[config.mk]
export PLATFORM = sky130hd
export DESIGN_NAME = mem_subsys
export DESIGN_NICKNAME = d
export VERILOG_FILES = /design/src/line_pkg.sv /design/src/port_pkg.sv /design/src/line_xfer_if.sv /design/src/cacheline_adapter.sv /design/src/line_arbiter.sv /design/src/mem_subsys.sv
export SDC_FILE = /design/constraint.sdc
export NUM_CORES = 1
export LEC_CHECK = 0
export ABC_CLOCK_PERIOD_IN_PS = 4300
export BUFFER_PORTS_ARGS = -buffer_cell sky130_fd_sc_hd__buf_2
export CORE_AREA = 3 3 392 394
export CTS_BUF_LIST = sky130_fd_sc_hd__clkbuf_2 sky130_fd_sc_hd__clkbuf_4 sky130_fd_sc_hd__clkbuf_8
export DETAILED_ROUTE_END_ITERATION = 8
export DIE_AREA = 0 0 395 397
export HOLD_SLACK_MARGIN = 0.12
export PLACE_DENSITY = 0.3
export SLEW_MARGIN = 40
export SYNTH_ARGS = -nofsm -noshare
export SYNTH_HDL_FRONTEND = slang
export SYNTH_SLANG_ARGS = --single-unit
[constraint.sdc]
create_clock -name clk -period 4.3 [get_ports clk]
set_input_delay 0.86 -clock clk [delete_from_list [all_inputs] [get_ports clk]]
set_output_delay 0.86 -clock clk [all_outputs]
set_load 0.005 [all_outputs]
[src/line_pkg.sv]
package line_pkg;

    // cacheline geometry
    localparam int LINE_BITS        = 256;
    localparam int LINE_OFFSET_BITS = 5;    // 32 bytes per line

    // burst memory geometry
    localparam int BURST_BITS       = 64;
    localparam int BURSTS_PER_LINE  = 4;
    localparam int BEAT_IDX_BITS    = 2;

    // one line seen either flat or as memory beats
    // beat 0 sits in the low 64 bits
    typedef union packed {
        logic [LINE_BITS-1:0]                       flat;
        logic [BURSTS_PER_LINE-1:0][BURST_BITS-1:0] beat;
    } line_u;

endpackage

[src/port_pkg.sv]
package port_pkg;

    localparam int ADDR_BITS = 32;  // byte address

    // owner codes for the line arbiter
    localparam logic REQ_ICACHE = 1'b0;
    localparam logic REQ_DCACHE = 1'b1;

endpackage
[src/line_xfer_if.sv]
`timescale 1ns/1ps

// one granted line transfer from arbiter to adapter
interface line_xfer_if;

    logic [port_pkg::ADDR_BITS-1:0] addr;   // line aligned
    logic                           read;
    logic                           write;
    line_pkg::line_u                wline;  // line to write back
    line_pkg::line_u                rline;  // line filled from memory
    logic                           done;   // one cycle pulse

    modport arb (
        output addr,
        output read,
        output write,
        output wline,
        input  rline,
        input  done
    );

    modport adapt (
        input  addr,
        input  read,
        input  write,
        input  wline,
        output rline,
        output done
    );

endinterface

[src/cacheline_adapter.sv]
`timescale 1ns/1ps

module cacheline_adapter (
    input  logic                              clk,
    input  logic                              rst,

    line_xfer_if.adapt                        xfer,

    // burst memory
    output logic [port_pkg::ADDR_BITS-1:0]    bmem_addr_o,
    output logic                              bmem_read_o,
    output logic                              bmem_write_o,
    output logic [line_pkg::BURST_BITS-1:0]   bmem_wdata_o,
    input  logic                              bmem_ready_i,
    input  logic [line_pkg::BURST_BITS-1:0]   bmem_rdata_i,
    input  logic                              bmem_rvalid_i
);

    enum logic [2:0] {
        ST_IDLE,
        ST_ISSUE,       // waiting for ready to send the read
        ST_COLLECT,     // gathering read beats
        ST_SEND,        // pushing write beats
        ST_FINISH       // done pulse
    } state_q, state_d;

    logic [line_pkg::BEAT_IDX_BITS-1:0] beat_q;
    logic                               last_beat;
    logic                               beat_adv;
    logic [port_pkg::ADDR_BITS-1:0]     addr_q;
    line_pkg::line_u                    line_q;     // shared read and write buffer

    assign last_beat = (beat_q == line_pkg::BEAT_IDX_BITS'(line_pkg::BURSTS_PER_LINE - 1));

    // a beat moves on rvalid when reading, on ready when writing
    assign beat_adv = ((state_q == ST_COLLECT) && bmem_rvalid_i) ||
                      ((state_q == ST_SEND) && bmem_ready_i);

    always_comb begin
        state_d = state_q;
        unique case (state_q)
            ST_IDLE: begin
                if (xfer.read) begin
                    state_d = ST_ISSUE;
                end else if (xfer.write) begin
                    state_d = ST_SEND;
                end
            end
            ST_ISSUE: begin
                if (bmem_ready_i) begin
                    state_d = ST_COLLECT;
                end
            end
            ST_COLLECT, ST_SEND: begin
                if (beat_adv && last_beat) begin
                    state_d = ST_FINISH;
                end
            end
            ST_FINISH: state_d = ST_IDLE;   // arbiter drops the request here
            default:   state_d = ST_IDLE;
        endcase
    end

    always_ff @(posedge clk) begin
        if (rst) begin
            state_q <= ST_IDLE;
            beat_q  <= '0;
        end else begin
            state_q <= state_d;
            if (state_q == ST_IDLE) begin
                beat_q <= '0;
            end else if (beat_adv) begin
                beat_q <= beat_q + 1'b1;    // wraps to 0 after beat 3
            end
        end
    end

    // address and line buffer
    always_ff @(posedge clk) begin
        if (state_q == ST_IDLE) begin
            addr_q <= xfer.addr;
            if (xfer.write) begin
                line_q <= xfer.wline;
            end
        end else if ((state_q == ST_COLLECT) && bmem_rvalid_i) begin
            line_q.beat[beat_q] <= bmem_rdata_i;
        end
    end

    assign bmem_addr_o  = addr_q;       // held for every beat
    assign bmem_read_o  = (state_q == ST_ISSUE) && bmem_ready_i;
    assign bmem_write_o = (state_q == ST_SEND);
    assign bmem_wdata_o = line_q.beat[beat_q];

    assign xfer.rline = line_q;
    assign xfer.done  = (state_q == ST_FINISH);

    // the granted request stays up and steady until done
    req_held_a: assert property (@(posedge clk) disable iff (rst)
        (state_q != ST_IDLE) |-> ((xfer.read || xfer.write) && (xfer.addr == addr_q)))
        else $error("line request dropped or moved before done");

    // memory must only return data for a read we issued
    rvalid_idle_a: assert property (@(posedge clk) disable iff (rst)
        bmem_rvalid_i |-> (state_q != ST_IDLE))
        else $error("read beat arrived with no read outstanding");

endmodule

[src/line_arbiter.sv]
`timescale 1ns/1ps

module line_arbiter (
    input  logic                              clk,
    input  logic                              rst,

    // read-only icache side
    input  logic [port_pkg::ADDR_BITS-1:0]    i_dfp_addr_i,
    input  logic                              i_dfp_read_i,
    output logic [line_pkg::LINE_BITS-1:0]    i_dfp_rdata_o,
    output logic                              i_dfp_resp_o,

    // dcache side
    input  logic [port_pkg::ADDR_BITS-1:0]    d_dfp_addr_i,
    input  logic                              d_dfp_read_i,
    input  logic                              d_dfp_write_i,
    input  logic [line_pkg::LINE_BITS-1:0]    d_dfp_wdata_i,
    output logic [line_pkg::LINE_BITS-1:0]    d_dfp_rdata_o,
    output logic                              d_dfp_resp_o,

    line_xfer_if.arb                          xfer
);

    logic busy_q;       // a transfer is granted
    logic owner_q;      // who holds the grant
    logic i_req;
    logic d_req;
    logic sel_i;
    logic sel_d;
    logic [port_pkg::ADDR_BITS-1:0] owner_addr;

    assign i_req = i_dfp_read_i;
    assign d_req = d_dfp_read_i || d_dfp_write_i;

    // dcache wins when both ask from idle
    always_ff @(posedge clk) begin
        if (rst) begin
            busy_q  <= 1'b0;
            owner_q <= port_pkg::REQ_ICACHE;
        end else if (busy_q) begin
            if (xfer.done) begin
                busy_q <= 1'b0;     // requester drops its level next cycle
            end
        end else if (d_req) begin
            busy_q  <= 1'b1;
            owner_q <= port_pkg::REQ_DCACHE;
        end else if (i_req) begin
            busy_q  <= 1'b1;
            owner_q <= port_pkg::REQ_ICACHE;
        end
    end

    assign sel_i = busy_q && (owner_q == port_pkg::REQ_ICACHE);
    assign sel_d = busy_q && (owner_q == port_pkg::REQ_DCACHE);

    // request toward the adapter
    assign xfer.read  = (sel_i && i_dfp_read_i) || (sel_d && d_dfp_read_i);
    assign xfer.write = sel_d && d_dfp_write_i;   // icache never writes

    assign owner_addr = (owner_q == port_pkg::REQ_DCACHE) ? d_dfp_addr_i : i_dfp_addr_i;

    // strip the byte offset inside the line
    assign xfer.addr = {owner_addr[port_pkg::ADDR_BITS-1:line_pkg::LINE_OFFSET_BITS],
                        {line_pkg::LINE_OFFSET_BITS{1'b0}}};

    assign xfer.wline.flat = d_dfp_wdata_i;

    // response and data only to the owner
    assign i_dfp_resp_o  = sel_i && xfer.done;
    assign d_dfp_resp_o  = sel_d && xfer.done;
    assign i_dfp_rdata_o = sel_i ? xfer.rline.flat : '0;
    assign d_dfp_rdata_o = sel_d ? xfer.rline.flat : '0;

    // a cache is answered only while its request is up
    resp_owner_a: assert property (@(posedge clk) disable iff (rst)
        !(i_dfp_resp_o && !i_req) && !(d_dfp_resp_o && !d_req))
        else $error("a cache was answered with no request up");

    // dcache must not ask for read and write at once
    rw_excl_a: assert property (@(posedge clk) disable iff (rst)
        !(xfer.read && xfer.write))
        else $error("line transfer is both read and write");

endmodule

[src/mem_subsys.sv]
`timescale 1ns/1ps

module mem_subsys (
    input  logic                              clk,
    input  logic                              rst,

    // icache line port
    input  logic [port_pkg::ADDR_BITS-1:0]    i_dfp_addr_i,
    input  logic                              i_dfp_read_i,
    output logic [line_pkg::LINE_BITS-1:0]    i_dfp_rdata_o,
    output logic                              i_dfp_resp_o,

    // dcache line port
    input  logic [port_pkg::ADDR_BITS-1:0]    d_dfp_addr_i,
    input  logic                              d_dfp_read_i,
    input  logic                              d_dfp_write_i,
    input  logic [line_pkg::LINE_BITS-1:0]    d_dfp_wdata_i,
    output logic [line_pkg::LINE_BITS-1:0]    d_dfp_rdata_o,
    output logic                              d_dfp_resp_o,

    // burst memory port
    output logic [port_pkg::ADDR_BITS-1:0]    bmem_addr_o,
    output logic                              bmem_read_o,
    output logic                              bmem_write_o,
    output logic [line_pkg::BURST_BITS-1:0]   bmem_wdata_o,
    input  logic                              bmem_ready_i,
    input  logic [line_pkg::BURST_BITS-1:0]   bmem_rdata_i,
    input  logic                              bmem_rvalid_i
);

    line_xfer_if xfer_if ();    // granted transfer

    line_arbiter arbiter_i (
        .clk           (clk),
        .rst           (rst),
        .i_dfp_addr_i  (i_dfp_addr_i),
        .i_dfp_read_i  (i_dfp_read_i),
        .i_dfp_rdata_o (i_dfp_rdata_o),
        .i_dfp_resp_o  (i_dfp_resp_o),
        .d_dfp_addr_i  (d_dfp_addr_i),
        .d_dfp_read_i  (d_dfp_read_i),
        .d_dfp_write_i (d_dfp_write_i),
        .d_dfp_wdata_i (d_dfp_wdata_i),
        .d_dfp_rdata_o (d_dfp_rdata_o),
        .d_dfp_resp_o  (d_dfp_resp_o),
        .xfer          (xfer_if.arb)
    );

    // bursts to and from memory
    cacheline_adapter adapter_i (
        .clk           (clk),
        .rst           (rst),
        .xfer          (xfer_if.adapt),
        .bmem_addr_o   (bmem_addr_o),
        .bmem_read_o   (bmem_read_o),
        .bmem_write_o  (bmem_write_o),
        .bmem_wdata_o  (bmem_wdata_o),
        .bmem_ready_i  (bmem_ready_i),
        .bmem_rdata_i  (bmem_rdata_i),
        .bmem_rvalid_i (bmem_rvalid_i)
    );

endmodule

* Word level (Yosys, flattened, before mapping) *
Cells that the tools add are included.
Widths: inputs -> output; s select.

cells by class
  equality and inequality tests = 9
  bitwise gates (word level) = 2
  $add $sub $neg = 1
  reductions and logical operators = 23
  mux-type cells = 22
  magnitude comparators = 2

operators with widths
  kind                 count
  $mux 256             5
  $bwmux 256           1
  $bmux 64 s2          1
  $demux 64 s2         1
  $mux 64              2
  $mux 32              1
  $logic_and 1x1->1    12
  $mux 3               4
  $pmux 3 s3           1
  $eq 3x2->1 const B   2
  $mux 1               6
  $ne 2x1->1 const B   2
  $reduce_and 2->1     2
  $reduce_bool 2->1    2
  $reduce_or 2->1      2
  $eq 3x1->1 const B   1
  $eq 3x3->1 const B   1
  $logic_not 3->1      1
  $logic_or 1x1->1     3
  $lt 2x3->1 const B   1
  $ne 3x1->1 const B   1
  $reduce_and 3->1     1
  $add 2x1->2 const B  1
  $eq 2x2->1 const B   1
  3 further kinds      4

storage, ports and cells
  register bits = 290
  output and inout port bits = 612
  word-level logic and storage cells = 65
  input bits = 391

* Longest topological paths before layout *
  depth in word-level cells = 7
  mapped depth = 8

* Cells and area by module *
From an unflattened synthesis, not the netlist that was laid out.

second synthesis, totals
  cells, all modules = 2173
  area total of the unflattened synthesis = 20228.2 sq um

modules (own cells, without submodules)
  module             seq. area each (sq um)  area each (sq um)  cells an instance  instances
  cacheline_adapter  8748.4                  14214.9            1269               1
  line_arbiter       40.0                    6013.3             904                1

* Least setup slack after synthesis *
No wires, ideal clock.

  path kind = input-to-reg
  from = input d_dfp_write_i
  to = register adapter_i.line_q, in the netlist adapter_i.xfer.rline[192] (enable)
  arrival time = 2882 ps
  slack = 992 ps
  buffers on the path = 0
  library setup time = 427 ps
  cell stages on the path = 3
  path through = nand4b_1 > a211oi_1 > o21a_1

on the way
  longest elaborated chain between the ends = 3

ends and longest elaborated chain
  element                            line                     RTL
  start: declaration                 mem_subsys.sv:16         input logic d_dfp_write_i,
  $logic_and 1x1->1                  line_arbiter.sv:58       assign xfer.write = sel_d && d_dfp_write_i;
  $ne 2x1->1 (no source line)        n/a
  $reduce_and 2->1 (no source line)  n/a
  end signal: assignment             cacheline_adapter.sv:83  line_q <= xfer.wline;
  end: declaration                   cacheline_adapter.sv:31  line_pkg::line_u line_q;

No other way between the ends.
A chain may end at the register's enable or synchronous reset.

* Worst setup path in the final report *
  from = register arbiter_i.busy_q
  to = output d_dfp_rdata_o[96] (netlist name)

on the way
  longest elaborated chain between the ends = 2

ends and longest elaborated chain
  element                   line                RTL
  start: declaration        line_arbiter.sv:24  logic busy_q;
  start signal: assignment  line_arbiter.sv:38  busy_q <= 1'b0;
  start signal: assignment  line_arbiter.sv:42  busy_q <= 1'b0;
  start signal: assignment  line_arbiter.sv:45  busy_q <= 1'b1;
  $logic_and 1x1->1         line_arbiter.sv:54  assign sel_d = busy_q && (owner_q == port_pkg::REQ_DCACHE);
  $mux 256                  line_arbiter.sv:72  assign d_dfp_rdata_o = sel_d ? xfer.rline.flat : '0;
  end: declaration          mem_subsys.sv:18    output logic [line_pkg::LINE_BITS-1:0] d_dfp_rdata_o,

No other way between the ends.

==> impl_metrics.yaml <==
logic_synthesis:
  synth_edf_count: 283
  synth.avg_cell_area_sq_um: 9.482
  synthTopCellsByCount: "nand2_1, edfxtp_1, nand3_1, and2_1, and3_1"
  synth_most_common_cell: "nand2_1"
  synth_cells: 1915
  ys_ff_latch: 290
  yosysWarnings: 0
  async_flop_share_pct: 0
  yosysTopAreaCell: "edfxtp_1"
  yosysTopAreaCellShare_pct: 46.80
  synth.distinct_cells: 33
  synth_area_sq_mm: 0.01816
  yosysSeqAreaShare_pct: 47.57
  ys.flop_type: "edfxtp_1"
  netlist_top_cells_area: "edfxtp_1, nand2_1, and2_1"
placement:
  port-buffer-count: 987
  dp_hpwl_um: 90150
  place.gp.congestion: 0.7995
  dp.cells: 4761
global_routing:
  met2_usage_pct: 24.72
  overflow: 0
  grt_use_met1_pct: 17.84
  global_route.usage.met3_pct: 4.445
  antenna_found_initial: 57
  grt_first_pass_wirelength_um: 162200
  grt_pass1_vias: 19112
  grt_busiest_layer: "met2"
  grt_max_degree: 141
  track_usage_pct: 14.62
cells_and_area:
  num-nets-final: 3201
  area_growth_pct: 45.66
  drive_gt1_share_pct: 43.07
  stdcell_count: 4895
timing:
  hold_viol: 0
  slew_viol_final: 0
  max_freq_mhz: 263.7
  fin_crit_ps: 3791
  slew_headroom_pct: 35.31
  hold_ws_ps: 420.8
  tns_ps: 0
  finClkSkew_ps: 28.63
  rsz0062_at_grt: "no"
  setup_violations: 0
  worst_pin_slew_ps: 970.3
  fin_crit_sh_pct: 88.17
routing:
  avgRoutedWirePerCell_um: 24.53
  first_pass_iters: 5
  postRouteWirelength_um: 120100
  vias: 18564
  drc: 0
  drt_iter0_drc: 1192
  ant_nets: 0
  vias_per_cell: 3.792
clock_tree:
  cts.sinks: 290
  cts.hold.buffers_added: 0
  post_cts_buffers: 0
  clockRootBuffer: "clkbuf_8"
  htree_levels: 2
  clock_latency_ps: 690
  cts_tree: "built"
  clock_path_buffers: 3
  clkSlewWorstSetupHoldPaths_ps: 70
  cts_made_buffers: 59
  post_cts_resized: 0
power:
  p_leak_nw: 13.02
  power_density_mw_per_mm2: 336.1
  ir_worst_vdd_v: 0.0002300
flow_run:
  cap_violations: 0
floorplan:
  core_area_sq_mm: 0.1501
  io_pins: 1003
  die_w_um: 395
  fp-row-count: 142
  die_area_sq_mm: 0.1568
  initial_core_util_pct: 12.09
  die_y_um: 397
worst_hold_path:
  min_path_type: "in2reg"
worst_setup_path:
  path_class: "reg2out"
  crit_fanout: 80
  setup.worst_path.start_class: "register"
  crit_arrival_ps: 2930
  end_kind: "output port"
  critical_path_required_ps: 3440
outcome:
  outcome: "finished clean"
==> path summary, 6_finish.rpt <==
check	slack (ps)	end	from	depth (start not counted)
max reg2reg	1750	adapter_i.xfer.rline[171]	adapter_i.beat_q[1]	3
max	510	d_dfp_rdata_o[96]	arbiter_i.busy_q	4
min	420	adapter_i.xfer.rline[86]	d_dfp_wdata_i[86]	3
min reg2reg	660	arbiter_i.owner_q	arbiter_i.busy_q	2
==> power breakdown <==
| part | switching [mW] | internal (mW) | total [mW] |
|---|---|---|---|
| clock network | 1.38 | 1.63 | 3.00 |
| logic | 1.34 | 0.786 | 2.12 |
| registers | 0.279 | 3.48 | 3.76 |
==> sequential cells by signal (all words and copies together), names as in the netlist <==
name,count
adapter_i.beat_q,2
arbiter_i.owner_q,1
adapter_i.state_q,3
adapter_i.xfer.rline,256
arbiter_i.busy_q,1
adapter_i.bmem_addr_o,27
==> cell type report <==
type                            instances  area [sq um]
Fill cell                           17200        123700
Sequential cell                       290          8653
Multi-Input combinational cell       1429          8617
Timing Repair Buffer                 1021          5399
Tap cell                             2016          2522
Clock buffer                           93          1080
Antenna cell                           35         87.58
Clock inverter                          6         57.56
Inverter                                5         31.28
==> through the flow <==
step           util, %  area, sq um  power, mW  worst slack, ps
2_1_floorplan        -        18170      4.794            991.8
3_3_place_gp     16.79        25210      6.011             1166
3_5_place_dp     16.80        25220      6.011             1178
4_1_cts          17.56        26360      9.122            350.2
5_1_grt          17.58        26390      9.421            260.8
6_report         17.62        26450      8.890            508.5
==> cell families after synthesis <==
| kind of cell | after synthesis | share of synthesized area, % |
|---|---|---|
| other | 1 | 0.02065 |
| muxes | 94 | 9.785 |
| and+or+nand+nor | 1305 | 36.00 |
| buffers and inverters | 200 | 5.588 |
| AOI/OAI and AO/OA | 21 | 0.7580 |
| adders and majority gates | 4 | 0.2756 |
| DFF | 290 | 47.57 |
==> critical path, stage by stage, from the launching register on <==
cell and delay, ps:
dfxtp_4 440, buf_4 540, buf_4 730, and3_1 270, buf_2 120
==> routing by layer <==
layer	part of all wire [%]	up-vias
met1	41	9132
met4	2.6	30
met2	49	757
met3	7.5	162
met5	0.18	-
li1	-	8483
==> cells in the final DEF, fill, tap and decap left out, drive strengths merged, types with 7 or more instances in the layout <==
cell type  netlist  layout
a21oi            7       7
and2           257     257
and3           257     257
buf             93    1021
clkbuf         102      93
dfxtp            7       7
diode            0      35
edfxtp         283     283
mux2            28      28
mux4            64      64
nand2          515     515
nand3          258     258
nor2             8       8
Note: power is estimated with default switching activity, not from simulation.
